### config.mk
export PLATFORM = sky130hd
export DESIGN_NAME = gpio_top
export DESIGN_NICKNAME = d
export VERILOG_FILES = /design/src/hw/gpio_pkg.sv /design/src/hw/gpio_reg_pkg.sv /design/src/hw/gpio_reg_if.sv /design/src/hw/gpio_reg_decode.sv /design/src/hw/gpio_out_ctrl.sv /design/src/hw/gpio_in_sync.sv /design/src/hw/gpio_intr.sv /design/src/hw/gpio_top.sv
export SDC_FILE = /design/constraint.sdc
export NUM_CORES = 1
export LEC_CHECK = 0
export BUFFER_PORTS_ARGS = -buffer_cell sky130_fd_sc_hd__buf_4
export CAP_MARGIN = 20
export CORE_MARGIN = 1.5
export CORE_UTILIZATION = 39
export CTS_CLUSTER_SIZE = 30
export DETAILED_ROUTE_END_ITERATION = 8
export GPL_TIMING_DRIVEN = 0
export PLACE_DENSITY_LB_ADDON = 0.25
export SETUP_SLACK_MARGIN = 0.1
export SYNTH_ARGS = -nofsm -noshare
export SYNTH_HDL_FRONTEND = slang
export SYNTH_SLANG_ARGS = --single-unit
### constraint.sdc
create_clock -name clk_i -period 4.8 [get_ports clk_i]
set_clock_uncertainty 0.05 [all_clocks]
set_input_delay 0.96 -clock clk_i [delete_from_list [all_inputs] [get_ports clk_i]]
set_output_delay 0.96 -clock clk_i [all_outputs]
set_load 0.01 [all_outputs]
### src/hw/gpio_pkg.sv
`default_nettype none

package gpio_pkg;

  // Pin count of the block
  localparam int NumGpio = 32;

  // Pins covered by one masked output register
  localparam int HalfGpio = NumGpio / 2;

  // One bit per pin
  typedef logic [NumGpio-1:0] gpio_vec_t;

endpackage

`default_nettype wire

### src/hw/gpio_reg_pkg.sv
`default_nettype none

package gpio_reg_pkg;

  // Bus widths
  localparam int RegAw = 6;
  localparam int RegDw = 32;
  localparam int RegBw = RegDw / 8;

  typedef logic [RegDw-1:0] reg_word_t;
  typedef logic [RegAw-1:0] reg_addr_t;

  // Register index, also the bit position in the strobe vector
  typedef enum int unsigned {
    INTR_STATE       = 0,
    INTR_ENABLE      = 1,
    INTR_TEST        = 2,
    DATA_IN          = 3,
    DIRECT_OUT       = 4,
    MASKED_OUT_LOWER = 5,
    MASKED_OUT_UPPER = 6,
    DIRECT_OE        = 7,
    INTR_RISING      = 8,
    INTR_FALLING     = 9
  } reg_idx_e;

  localparam int NumRegs = 10;

  typedef logic [NumRegs-1:0] reg_onehot_t;

  // Byte offsets
  localparam reg_addr_t GPIO_INTR_STATE_OFFSET       = 6'h00;
  localparam reg_addr_t GPIO_INTR_ENABLE_OFFSET      = 6'h04;
  localparam reg_addr_t GPIO_INTR_TEST_OFFSET        = 6'h08;
  localparam reg_addr_t GPIO_DATA_IN_OFFSET          = 6'h0c;
  localparam reg_addr_t GPIO_DIRECT_OUT_OFFSET       = 6'h10;
  localparam reg_addr_t GPIO_MASKED_OUT_LOWER_OFFSET = 6'h14;
  localparam reg_addr_t GPIO_MASKED_OUT_UPPER_OFFSET = 6'h18;
  localparam reg_addr_t GPIO_DIRECT_OE_OFFSET        = 6'h1c;
  localparam reg_addr_t GPIO_INTR_RISING_OFFSET      = 6'h20;
  localparam reg_addr_t GPIO_INTR_FALLING_OFFSET     = 6'h24;

  // Masked output word, mask in the upper half and data in the lower
  typedef union packed {
    reg_word_t raw;
    struct packed {
      logic [gpio_pkg::HalfGpio-1:0] mask;
      logic [gpio_pkg::HalfGpio-1:0] data;
    } fields;
  } masked_word_t;

endpackage

`default_nettype wire

### src/hw/gpio_reg_if.sv
`timescale 1ns/1ps
`default_nettype none

interface gpio_reg_if (
  input logic clk_i
);

  // Decoder to function blocks
  gpio_reg_pkg::reg_word_t   wdata;
  gpio_reg_pkg::reg_onehot_t wr_en;

  // Register contents back to the read mux
  gpio_pkg::gpio_vec_t out_q;
  gpio_pkg::gpio_vec_t oe_q;
  gpio_pkg::gpio_vec_t data_in_q;
  gpio_pkg::gpio_vec_t state_q;
  gpio_pkg::gpio_vec_t enable_q;
  gpio_pkg::gpio_vec_t rising_q;
  gpio_pkg::gpio_vec_t falling_q;

  modport decode (
    input  clk_i,
    output wdata, wr_en,
    input  out_q, oe_q, data_in_q, state_q, enable_q, rising_q, falling_q
  );

  modport out_ctrl (input wdata, wr_en, output out_q, oe_q);

  modport in_sync (output data_in_q);

  modport intr (input wdata, wr_en, output state_q, enable_q, rising_q, falling_q);

endinterface

`default_nettype wire

### src/hw/gpio_reg_decode.sv
`timescale 1ns/1ps
`default_nettype none

module gpio_reg_decode (
  input  logic                           reg_we_i,
  input  logic                           reg_re_i,
  input  gpio_reg_pkg::reg_addr_t        reg_addr_i,
  input  gpio_reg_pkg::reg_word_t        reg_wdata_i,
  input  logic [gpio_reg_pkg::RegBw-1:0] reg_be_i,
  output gpio_reg_pkg::reg_word_t        reg_rdata_o,
  output logic                           reg_error_o,
  gpio_reg_if.decode                     bus
);

  gpio_reg_pkg::reg_onehot_t    addr_hit;
  logic                         addr_miss;
  logic                         be_err;
  gpio_reg_pkg::masked_word_t   rd_lower;
  gpio_reg_pkg::masked_word_t   rd_upper;

  always_comb begin
    addr_hit = '0;
    addr_hit[gpio_reg_pkg::INTR_STATE] =
        (reg_addr_i == gpio_reg_pkg::GPIO_INTR_STATE_OFFSET);
    addr_hit[gpio_reg_pkg::INTR_ENABLE] =
        (reg_addr_i == gpio_reg_pkg::GPIO_INTR_ENABLE_OFFSET);
    addr_hit[gpio_reg_pkg::INTR_TEST] =
        (reg_addr_i == gpio_reg_pkg::GPIO_INTR_TEST_OFFSET);
    addr_hit[gpio_reg_pkg::DATA_IN] =
        (reg_addr_i == gpio_reg_pkg::GPIO_DATA_IN_OFFSET);
    addr_hit[gpio_reg_pkg::DIRECT_OUT] =
        (reg_addr_i == gpio_reg_pkg::GPIO_DIRECT_OUT_OFFSET);
    addr_hit[gpio_reg_pkg::MASKED_OUT_LOWER] =
        (reg_addr_i == gpio_reg_pkg::GPIO_MASKED_OUT_LOWER_OFFSET);
    addr_hit[gpio_reg_pkg::MASKED_OUT_UPPER] =
        (reg_addr_i == gpio_reg_pkg::GPIO_MASKED_OUT_UPPER_OFFSET);
    addr_hit[gpio_reg_pkg::DIRECT_OE] =
        (reg_addr_i == gpio_reg_pkg::GPIO_DIRECT_OE_OFFSET);
    addr_hit[gpio_reg_pkg::INTR_RISING] =
        (reg_addr_i == gpio_reg_pkg::GPIO_INTR_RISING_OFFSET);
    addr_hit[gpio_reg_pkg::INTR_FALLING] =
        (reg_addr_i == gpio_reg_pkg::GPIO_INTR_FALLING_OFFSET);
  end

  // Misses error on either strobe, partial writes only on a write
  assign addr_miss   = (reg_we_i | reg_re_i) & ~|addr_hit;
  assign be_err      = reg_we_i & ~&reg_be_i;
  assign reg_error_o = addr_miss | be_err;

  // Errored writes never reach a register
  assign bus.wdata = reg_wdata_i;
  assign bus.wr_en = addr_hit & {gpio_reg_pkg::NumRegs{reg_we_i & ~reg_error_o}};

  // Masked registers read back the current output half, mask as zero
  always_comb begin
    rd_lower.fields.mask = '0;
    rd_lower.fields.data = bus.out_q[gpio_pkg::HalfGpio-1:0];
    rd_upper.fields.mask = '0;
    rd_upper.fields.data = bus.out_q[gpio_pkg::NumGpio-1:gpio_pkg::HalfGpio];
  end

  always_comb begin
    unique case (1'b1)
      addr_hit[gpio_reg_pkg::INTR_STATE]:       reg_rdata_o = bus.state_q;
      addr_hit[gpio_reg_pkg::INTR_ENABLE]:      reg_rdata_o = bus.enable_q;
      addr_hit[gpio_reg_pkg::INTR_TEST]:        reg_rdata_o = '0;
      addr_hit[gpio_reg_pkg::DATA_IN]:          reg_rdata_o = bus.data_in_q;
      addr_hit[gpio_reg_pkg::DIRECT_OUT]:       reg_rdata_o = bus.out_q;
      addr_hit[gpio_reg_pkg::MASKED_OUT_LOWER]: reg_rdata_o = rd_lower.raw;
      addr_hit[gpio_reg_pkg::MASKED_OUT_UPPER]: reg_rdata_o = rd_upper.raw;
      addr_hit[gpio_reg_pkg::DIRECT_OE]:        reg_rdata_o = bus.oe_q;
      addr_hit[gpio_reg_pkg::INTR_RISING]:      reg_rdata_o = bus.rising_q;
      addr_hit[gpio_reg_pkg::INTR_FALLING]:     reg_rdata_o = bus.falling_q;
      default:                                  reg_rdata_o = '1;
    endcase
  end

  // Offsets must stay distinct for the one-hot read mux
  a_addr_hit_onehot0: assert property (
    @(posedge bus.clk_i) (reg_we_i || reg_re_i) |-> $onehot0(addr_hit)
  );

endmodule

`default_nettype wire

### src/hw/gpio_out_ctrl.sv
`timescale 1ns/1ps
`default_nettype none

module gpio_out_ctrl (
  input  logic                clk_i,
  input  logic                rst_n_i,
  gpio_reg_if.out_ctrl        bus,
  output gpio_pkg::gpio_vec_t gpio_o,
  output gpio_pkg::gpio_vec_t gpio_oe_o
);

  localparam int H = gpio_pkg::HalfGpio;
  localparam int N = gpio_pkg::NumGpio;

  gpio_reg_pkg::masked_word_t masked_wd;
  gpio_pkg::gpio_vec_t        out_d;

  // Take data where the mask is set, keep the old bit elsewhere
  function automatic logic [H-1:0] merge_half(
    input logic [H-1:0]              old_bits,
    input gpio_reg_pkg::masked_word_t word
  );
    return (word.fields.data & word.fields.mask) | (old_bits & ~word.fields.mask);
  endfunction

  assign masked_wd.raw = bus.wdata;

  always_comb begin
    out_d = bus.out_q;
    if (bus.wr_en[gpio_reg_pkg::DIRECT_OUT]) begin
      out_d = bus.wdata;
    end
    if (bus.wr_en[gpio_reg_pkg::MASKED_OUT_LOWER]) begin
      out_d[H-1:0] = merge_half(bus.out_q[H-1:0], masked_wd);
    end
    if (bus.wr_en[gpio_reg_pkg::MASKED_OUT_UPPER]) begin
      out_d[N-1:H] = merge_half(bus.out_q[N-1:H], masked_wd);
    end
  end

  always_ff @(posedge clk_i or negedge rst_n_i) begin
    if (!rst_n_i) begin
      bus.out_q <= '0;
      bus.oe_q  <= '0;
    end else begin
      bus.out_q <= out_d;
      if (bus.wr_en[gpio_reg_pkg::DIRECT_OE]) begin
        bus.oe_q <= bus.wdata;
      end
    end
  end

  assign gpio_o    = bus.out_q;
  assign gpio_oe_o = bus.oe_q;

  // Decoder hands out at most one output strobe per cycle
  a_out_strobe_onehot0: assert property (
    @(posedge clk_i) disable iff (!rst_n_i)
    $onehot0({bus.wr_en[gpio_reg_pkg::DIRECT_OUT],
              bus.wr_en[gpio_reg_pkg::MASKED_OUT_LOWER],
              bus.wr_en[gpio_reg_pkg::MASKED_OUT_UPPER]})
  );

endmodule

`default_nettype wire

### src/hw/gpio_in_sync.sv
`timescale 1ns/1ps
`default_nettype none

module gpio_in_sync #(
  parameter int SyncStages = 2
) (
  input  logic                clk_i,
  input  logic                rst_n_i,
  input  gpio_pkg::gpio_vec_t gpio_i,
  gpio_reg_if.in_sync         bus,
  output gpio_pkg::gpio_vec_t sync_o
);

  // Stage 0 samples the pins, the top stage is the settled value
  gpio_pkg::gpio_vec_t [SyncStages-1:0] sync_q;

  always_ff @(posedge clk_i or negedge rst_n_i) begin
    if (!rst_n_i) begin
      sync_q <= '0;
    end else begin
      sync_q <= {sync_q[SyncStages-2:0], gpio_i};
    end
  end

  assign bus.data_in_q = sync_q[SyncStages-1];
  assign sync_o        = sync_q[SyncStages-1];

endmodule

`default_nettype wire

### src/hw/gpio_intr.sv
`timescale 1ns/1ps
`default_nettype none

module gpio_intr (
  input  logic                clk_i,
  input  logic                rst_n_i,
  input  gpio_pkg::gpio_vec_t sync_i,
  gpio_reg_if.intr            bus,
  output gpio_pkg::gpio_vec_t intr_o
);

  gpio_pkg::gpio_vec_t prev_q;
  gpio_pkg::gpio_vec_t edge_evt;
  gpio_pkg::gpio_vec_t set_bits;
  gpio_pkg::gpio_vec_t clr_bits;

  // Edge events gated by their own enables
  assign edge_evt = (sync_i & ~prev_q & bus.rising_q) |
                    (~sync_i & prev_q & bus.falling_q);

  assign set_bits = edge_evt |
                    (bus.wr_en[gpio_reg_pkg::INTR_TEST] ? bus.wdata : '0);
  assign clr_bits = bus.wr_en[gpio_reg_pkg::INTR_STATE] ? bus.wdata : '0;

  always_ff @(posedge clk_i or negedge rst_n_i) begin
    if (!rst_n_i) begin
      prev_q        <= '0;
      bus.state_q   <= '0;
      bus.enable_q  <= '0;
      bus.rising_q  <= '0;
      bus.falling_q <= '0;
    end else begin
      prev_q      <= sync_i;
      // New events win over a clear
      bus.state_q <= (bus.state_q & ~clr_bits) | set_bits;
      if (bus.wr_en[gpio_reg_pkg::INTR_ENABLE]) begin
        bus.enable_q <= bus.wdata;
      end
      if (bus.wr_en[gpio_reg_pkg::INTR_RISING]) begin
        bus.rising_q <= bus.wdata;
      end
      if (bus.wr_en[gpio_reg_pkg::INTR_FALLING]) begin
        bus.falling_q <= bus.wdata;
      end
    end
  end

  assign intr_o = bus.state_q & bus.enable_q;

  // A state bit only rises after a change on an edge-enabled pin or a test write
  a_state_rise_has_cause: assert property (
    @(posedge clk_i) disable iff (!rst_n_i)
    (bus.state_q & ~$past(bus.state_q) &
     ~$past((sync_i ^ prev_q) & (bus.rising_q | bus.falling_q)) &
     ~$past(bus.wr_en[gpio_reg_pkg::INTR_TEST] ? bus.wdata : '0)) == '0
  );

endmodule

`default_nettype wire

### src/hw/gpio_top.sv
`timescale 1ns/1ps
`default_nettype none

module gpio_top #(
  parameter int SyncStages = 2
) (
  input  logic                           clk_i,
  input  logic                           rst_n_i,
  input  logic                           reg_we_i,
  input  logic                           reg_re_i,
  input  gpio_reg_pkg::reg_addr_t        reg_addr_i,
  input  gpio_reg_pkg::reg_word_t        reg_wdata_i,
  input  logic [gpio_reg_pkg::RegBw-1:0] reg_be_i,
  output gpio_reg_pkg::reg_word_t        reg_rdata_o,
  output logic                           reg_error_o,
  input  gpio_pkg::gpio_vec_t            gpio_i,
  output gpio_pkg::gpio_vec_t            gpio_o,
  output gpio_pkg::gpio_vec_t            gpio_oe_o,
  output gpio_pkg::gpio_vec_t            intr_o
);

  // Synchronized pins into the edge detector
  gpio_pkg::gpio_vec_t sync_pins;

  gpio_reg_if u_reg_if (
    .clk_i (clk_i)
  );

  gpio_reg_decode u_decode (
    .reg_we_i    (reg_we_i),
    .reg_re_i    (reg_re_i),
    .reg_addr_i  (reg_addr_i),
    .reg_wdata_i (reg_wdata_i),
    .reg_be_i    (reg_be_i),
    .reg_rdata_o (reg_rdata_o),
    .reg_error_o (reg_error_o),
    .bus         (u_reg_if.decode)
  );

  gpio_out_ctrl u_out_ctrl (
    .clk_i     (clk_i),
    .rst_n_i   (rst_n_i),
    .bus       (u_reg_if.out_ctrl),
    .gpio_o    (gpio_o),
    .gpio_oe_o (gpio_oe_o)
  );

  gpio_in_sync #(
    .SyncStages (SyncStages)
  ) u_in_sync (
    .clk_i   (clk_i),
    .rst_n_i (rst_n_i),
    .gpio_i  (gpio_i),
    .bus     (u_reg_if.in_sync),
    .sync_o  (sync_pins)
  );

  gpio_intr u_intr (
    .clk_i   (clk_i),
    .rst_n_i (rst_n_i),
    .sync_i  (sync_pins),
    .bus     (u_reg_if.intr),
    .intr_o  (intr_o)
  );

endmodule

`default_nettype wire

==> run summary <==
The clock-pin slew on the worst setup and hold paths was 0.05 ns. Path category of the worst min-delay check: reg2reg. The total area inside the core boundary comes to 31800 um^2. The top cell types in the final layout, fill and taps aside, are dfrtp_1, buf_4, mux2_2, o21ai_0, nand2_1. Power spread over the standard cell area amounts to 329 nW/um^2. The logs give 0 ns for the setup total negative slack and 0 for the synthesis warning total. The critical path is of the in2out type. For the maximum root-to-sink buffer count, the log shows 3.

The number of clock sinks is 288, and the layout filler cell count is 2944. The mux contribution to synthesized area came out at 0.160. The critical path starts at reg_addr_i[3].

Setup repair after global routing left no endpoint under its margin. The area share of the leading cell type in the synthesized netlist was 0.566; the simple-gate share of the synthesized area was 0.120. Hold timing on the final database bottoms out at a slack of 0.295 ns. The number of cells in the design after placement is 1709, and the maximum fanout along the worst path is 10. The number of standard-cell rows in the floorplan is 65, and the initial antenna violation count is 1.

After detailed routing, the average wire length per cell comes to 24.1 um. The die covers 33700 um^2. The worst register-to-register path has a depth of 3. The worst path needs 4.55 ns of the cycle, external delays included. The xor and xnor fraction of the mapped netlist area was 0. The area growth from synthesis to layout is 23.7%. The fraction of synthesis flops using an asynchronous set or reset pin works out to 1.00. The total via count after detailed routing is 10165, and the top-level I/O count is 207. The number of DRC markers in iteration 0 was 955; the total of flip-flops plus latches after synthesis was 288.

The flow ran to the end, and the final reports show no timing, DRC or antenna violations. Yosys mapped a number of flops with a built-in enable equal to 0. The pin count of the biggest net entering global routing was 108; the peak supply drop was 0.306 mV. The final-report max-slew violation count was 0; the number of setup violations in the final report was 0. Origin of the critical flop-to-flop path: u_in_sync.bus.data_in_q[23].

In this run, post-CTS hold repair placed 0 buffers. The maximum clock frequency was 0.220 GHz; the arithmetic-cell share of the synthesized area counting full adders, half adders and majority gates was 0. The first global-routing pass estimated 63.0 mm of wire. When the netlist entered floorplanning its net count stood at 1160.

The critical path goes through buf_4 > clkbuf_1 > nor2b_1 > and3_1 > clkbuf_1 > clkbuf_1 > a222oi_1 > nand4_1 > buf_4. After synthesis, the largest family of logic cells by area is multiplexers. Start point of the worst min-delay path: u_in_sync.sync_q[30].

In the post-synthesis netlist, the biggest area contributors are dfrtp_1, mux2_2, o21ai_0. The detailed placement HPWL came out at 29.3 mm. The post-synth design cell area was 12700 um^2; the total CTS buffers was 31. The actual transition at the worst max-transition pin is 1.12 ns, and the number of hold violations in the final report is 0. Measured along the y axis, the die boundary spans 184 um. The clock network latency to the later pin of the worst-skew pair came out at 0.56 ns. The share of cells above drive strength 1 works out to 0.294.

The complex-gate fraction of the synthesized area was 0.120; the total congestion overflow was 0. The analysis attributes to cell leakage a power of 7.42 nW. Along the worst hold path, the cell count comes to 0. The library cell used most frequently in the layout, excluding fill and tap cells, is dfrtp_1. The run gives 3.79 ns as the required time reported for the critical path endpoint.

The floorplan step set the die width to 184 um. For this run, the leading register cell type out of synthesis is dfrtp_1. For this run, the detailed router's first-pass iteration total came to 6. The final period utilization is 0.949. H-tree depth reported by CTS: 1. The element type at the critical path end is a primary output. The count of nets left with antenna violations once routing finished came out at 0. The sequential share of the synthesized area was 0.566; the starting density of the core was 0.400. In the routed design, unresolved DRC markers number 0. TritonCTS built the clock tree.

The run gives 0 as the reported max-cap violation count. For the worst setup path, the data arrival time is 3.54 ns. The tools report the worst slew slack as a fraction of its limit as 0.255. For this design, the slowest cell found on the critical path is clkbuf_1. Number of global-route vias before repair: 9983.

Buffers placed on the I/O ports in this run total 190. The final layout contains 1385 nets. The clock root buffer was clkbuf_16.

The number of standard cells in the layout, taps in and fillers out came out at 1765. The dominant cell type by area after synthesis was dfrtp_1. Critical path's most frequent cell: clkbuf_1. Synthesis handed over a netlist of 1082 instances. The weighted congestion reported at the end of routability-driven placement is 0.873, and the via density per instance is 5.76. The total track usage came out at 0.252. STA classifies the critical path startpoint as an input pin.

Setup slack on the critical path of the routed design comes to 0.245 ns. The number of different library cells used by synthesis comes to 41. The largest stage delay on the critical path is 0.73 ns, and the synthesized area per cell is 11.8 um^2. The total wirelength of the detailed-routed design is 42.5 mm, and the post-place setup slack is 0.180 ns.
## critical path: cells and delay by family
kind,cells,cell delay [ns]
AND/OR/NAND/NOR,3,0.64
AO/OA/AOI/OAI,1,0.20
buffers and inverters,5,1.73
## cells in the mapped netlist (all sizes together) (30+ instances only)
master and instances:
dfrtp 288, mux2 151, o21ai 103, nand2 88
clkbuf 52, and2 35, nor2 35, a21oi 33
mux2i 33, a221o 32, nand3b 32, buf 30
## layer usage
layer | global-route usage | wire length, um
met3 | 0.0454 | 3800
met5 | 0 | 0
met4 | 0.0918 | 1340
met1 | 0.350 | 17800
met2 | 0.393 | 19500
## through the flow
stage,power [mW],area [um^2],util
global placement,2.92,14700,0.462
global route,5.34,15700,0.495
detailed placement,2.93,14800,0.464
floorplan,2.70,12700,-
CTS,5.21,15700,0.495
finish,5.17,15700,0.495
## report_power, final
group          internal (mW)  switching (mW)  total (mW)
logic                  0.126           0.219       0.345
registers               2.49          0.0501        2.54
clock network           1.32           0.964        2.28
## kinds of logic (layout without fill, tap and decap cells)
| group | after synthesis | after routing |
|---|---|---|
| compound gates | 227 | 227 |
| buf+inv | 100 | 347 |
| flops | 288 | 288 |
| mux | 184 | 184 |
| other cells | 0 | 1 |
| simple gates | 283 | 283 |
## worst paths after layout
path,to,slack [ns]
hold / removal,u_in_sync.bus.data_in_q[30],0.30
setup reg to reg,u_intr.bus.state_q[23],3.73
hold reg to reg,u_in_sync.bus.data_in_q[30],0.30
min in group asynchronous,u_in_sync.sync_q[1],0.32
max in group asynchronous,u_intr.bus.enable_q[29],2.99
setup / recovery,reg_rdata_o[29],0.25
## area by class of cell
type / count / area, um^2 / share of cell area
well taps: 435 / 544 / 0.0346
clock inverters: 8 / 46.3 / 0.00294
multi-input cells: 694 / 5080 / 0.323
inverters: 18 / 67.6 / 0.00429
flip-flops and latches: 288 / 7210 / 0.458
plain buffers: 82 / 368 / 0.0234
clock buffers: 47 / 926 / 0.0588
repair buffers: 192 / 1490 / 0.0946
diodes: 1 / 2.50 / 0.000159
## timing repair
item | 4_1_cts | 5_1_grt
resized for setup | 0 | 4
setup buffers | 0 | 0
setup endpoints to repair | 0 | 4
No activity file was read; power rests on OpenSTA's default activity.
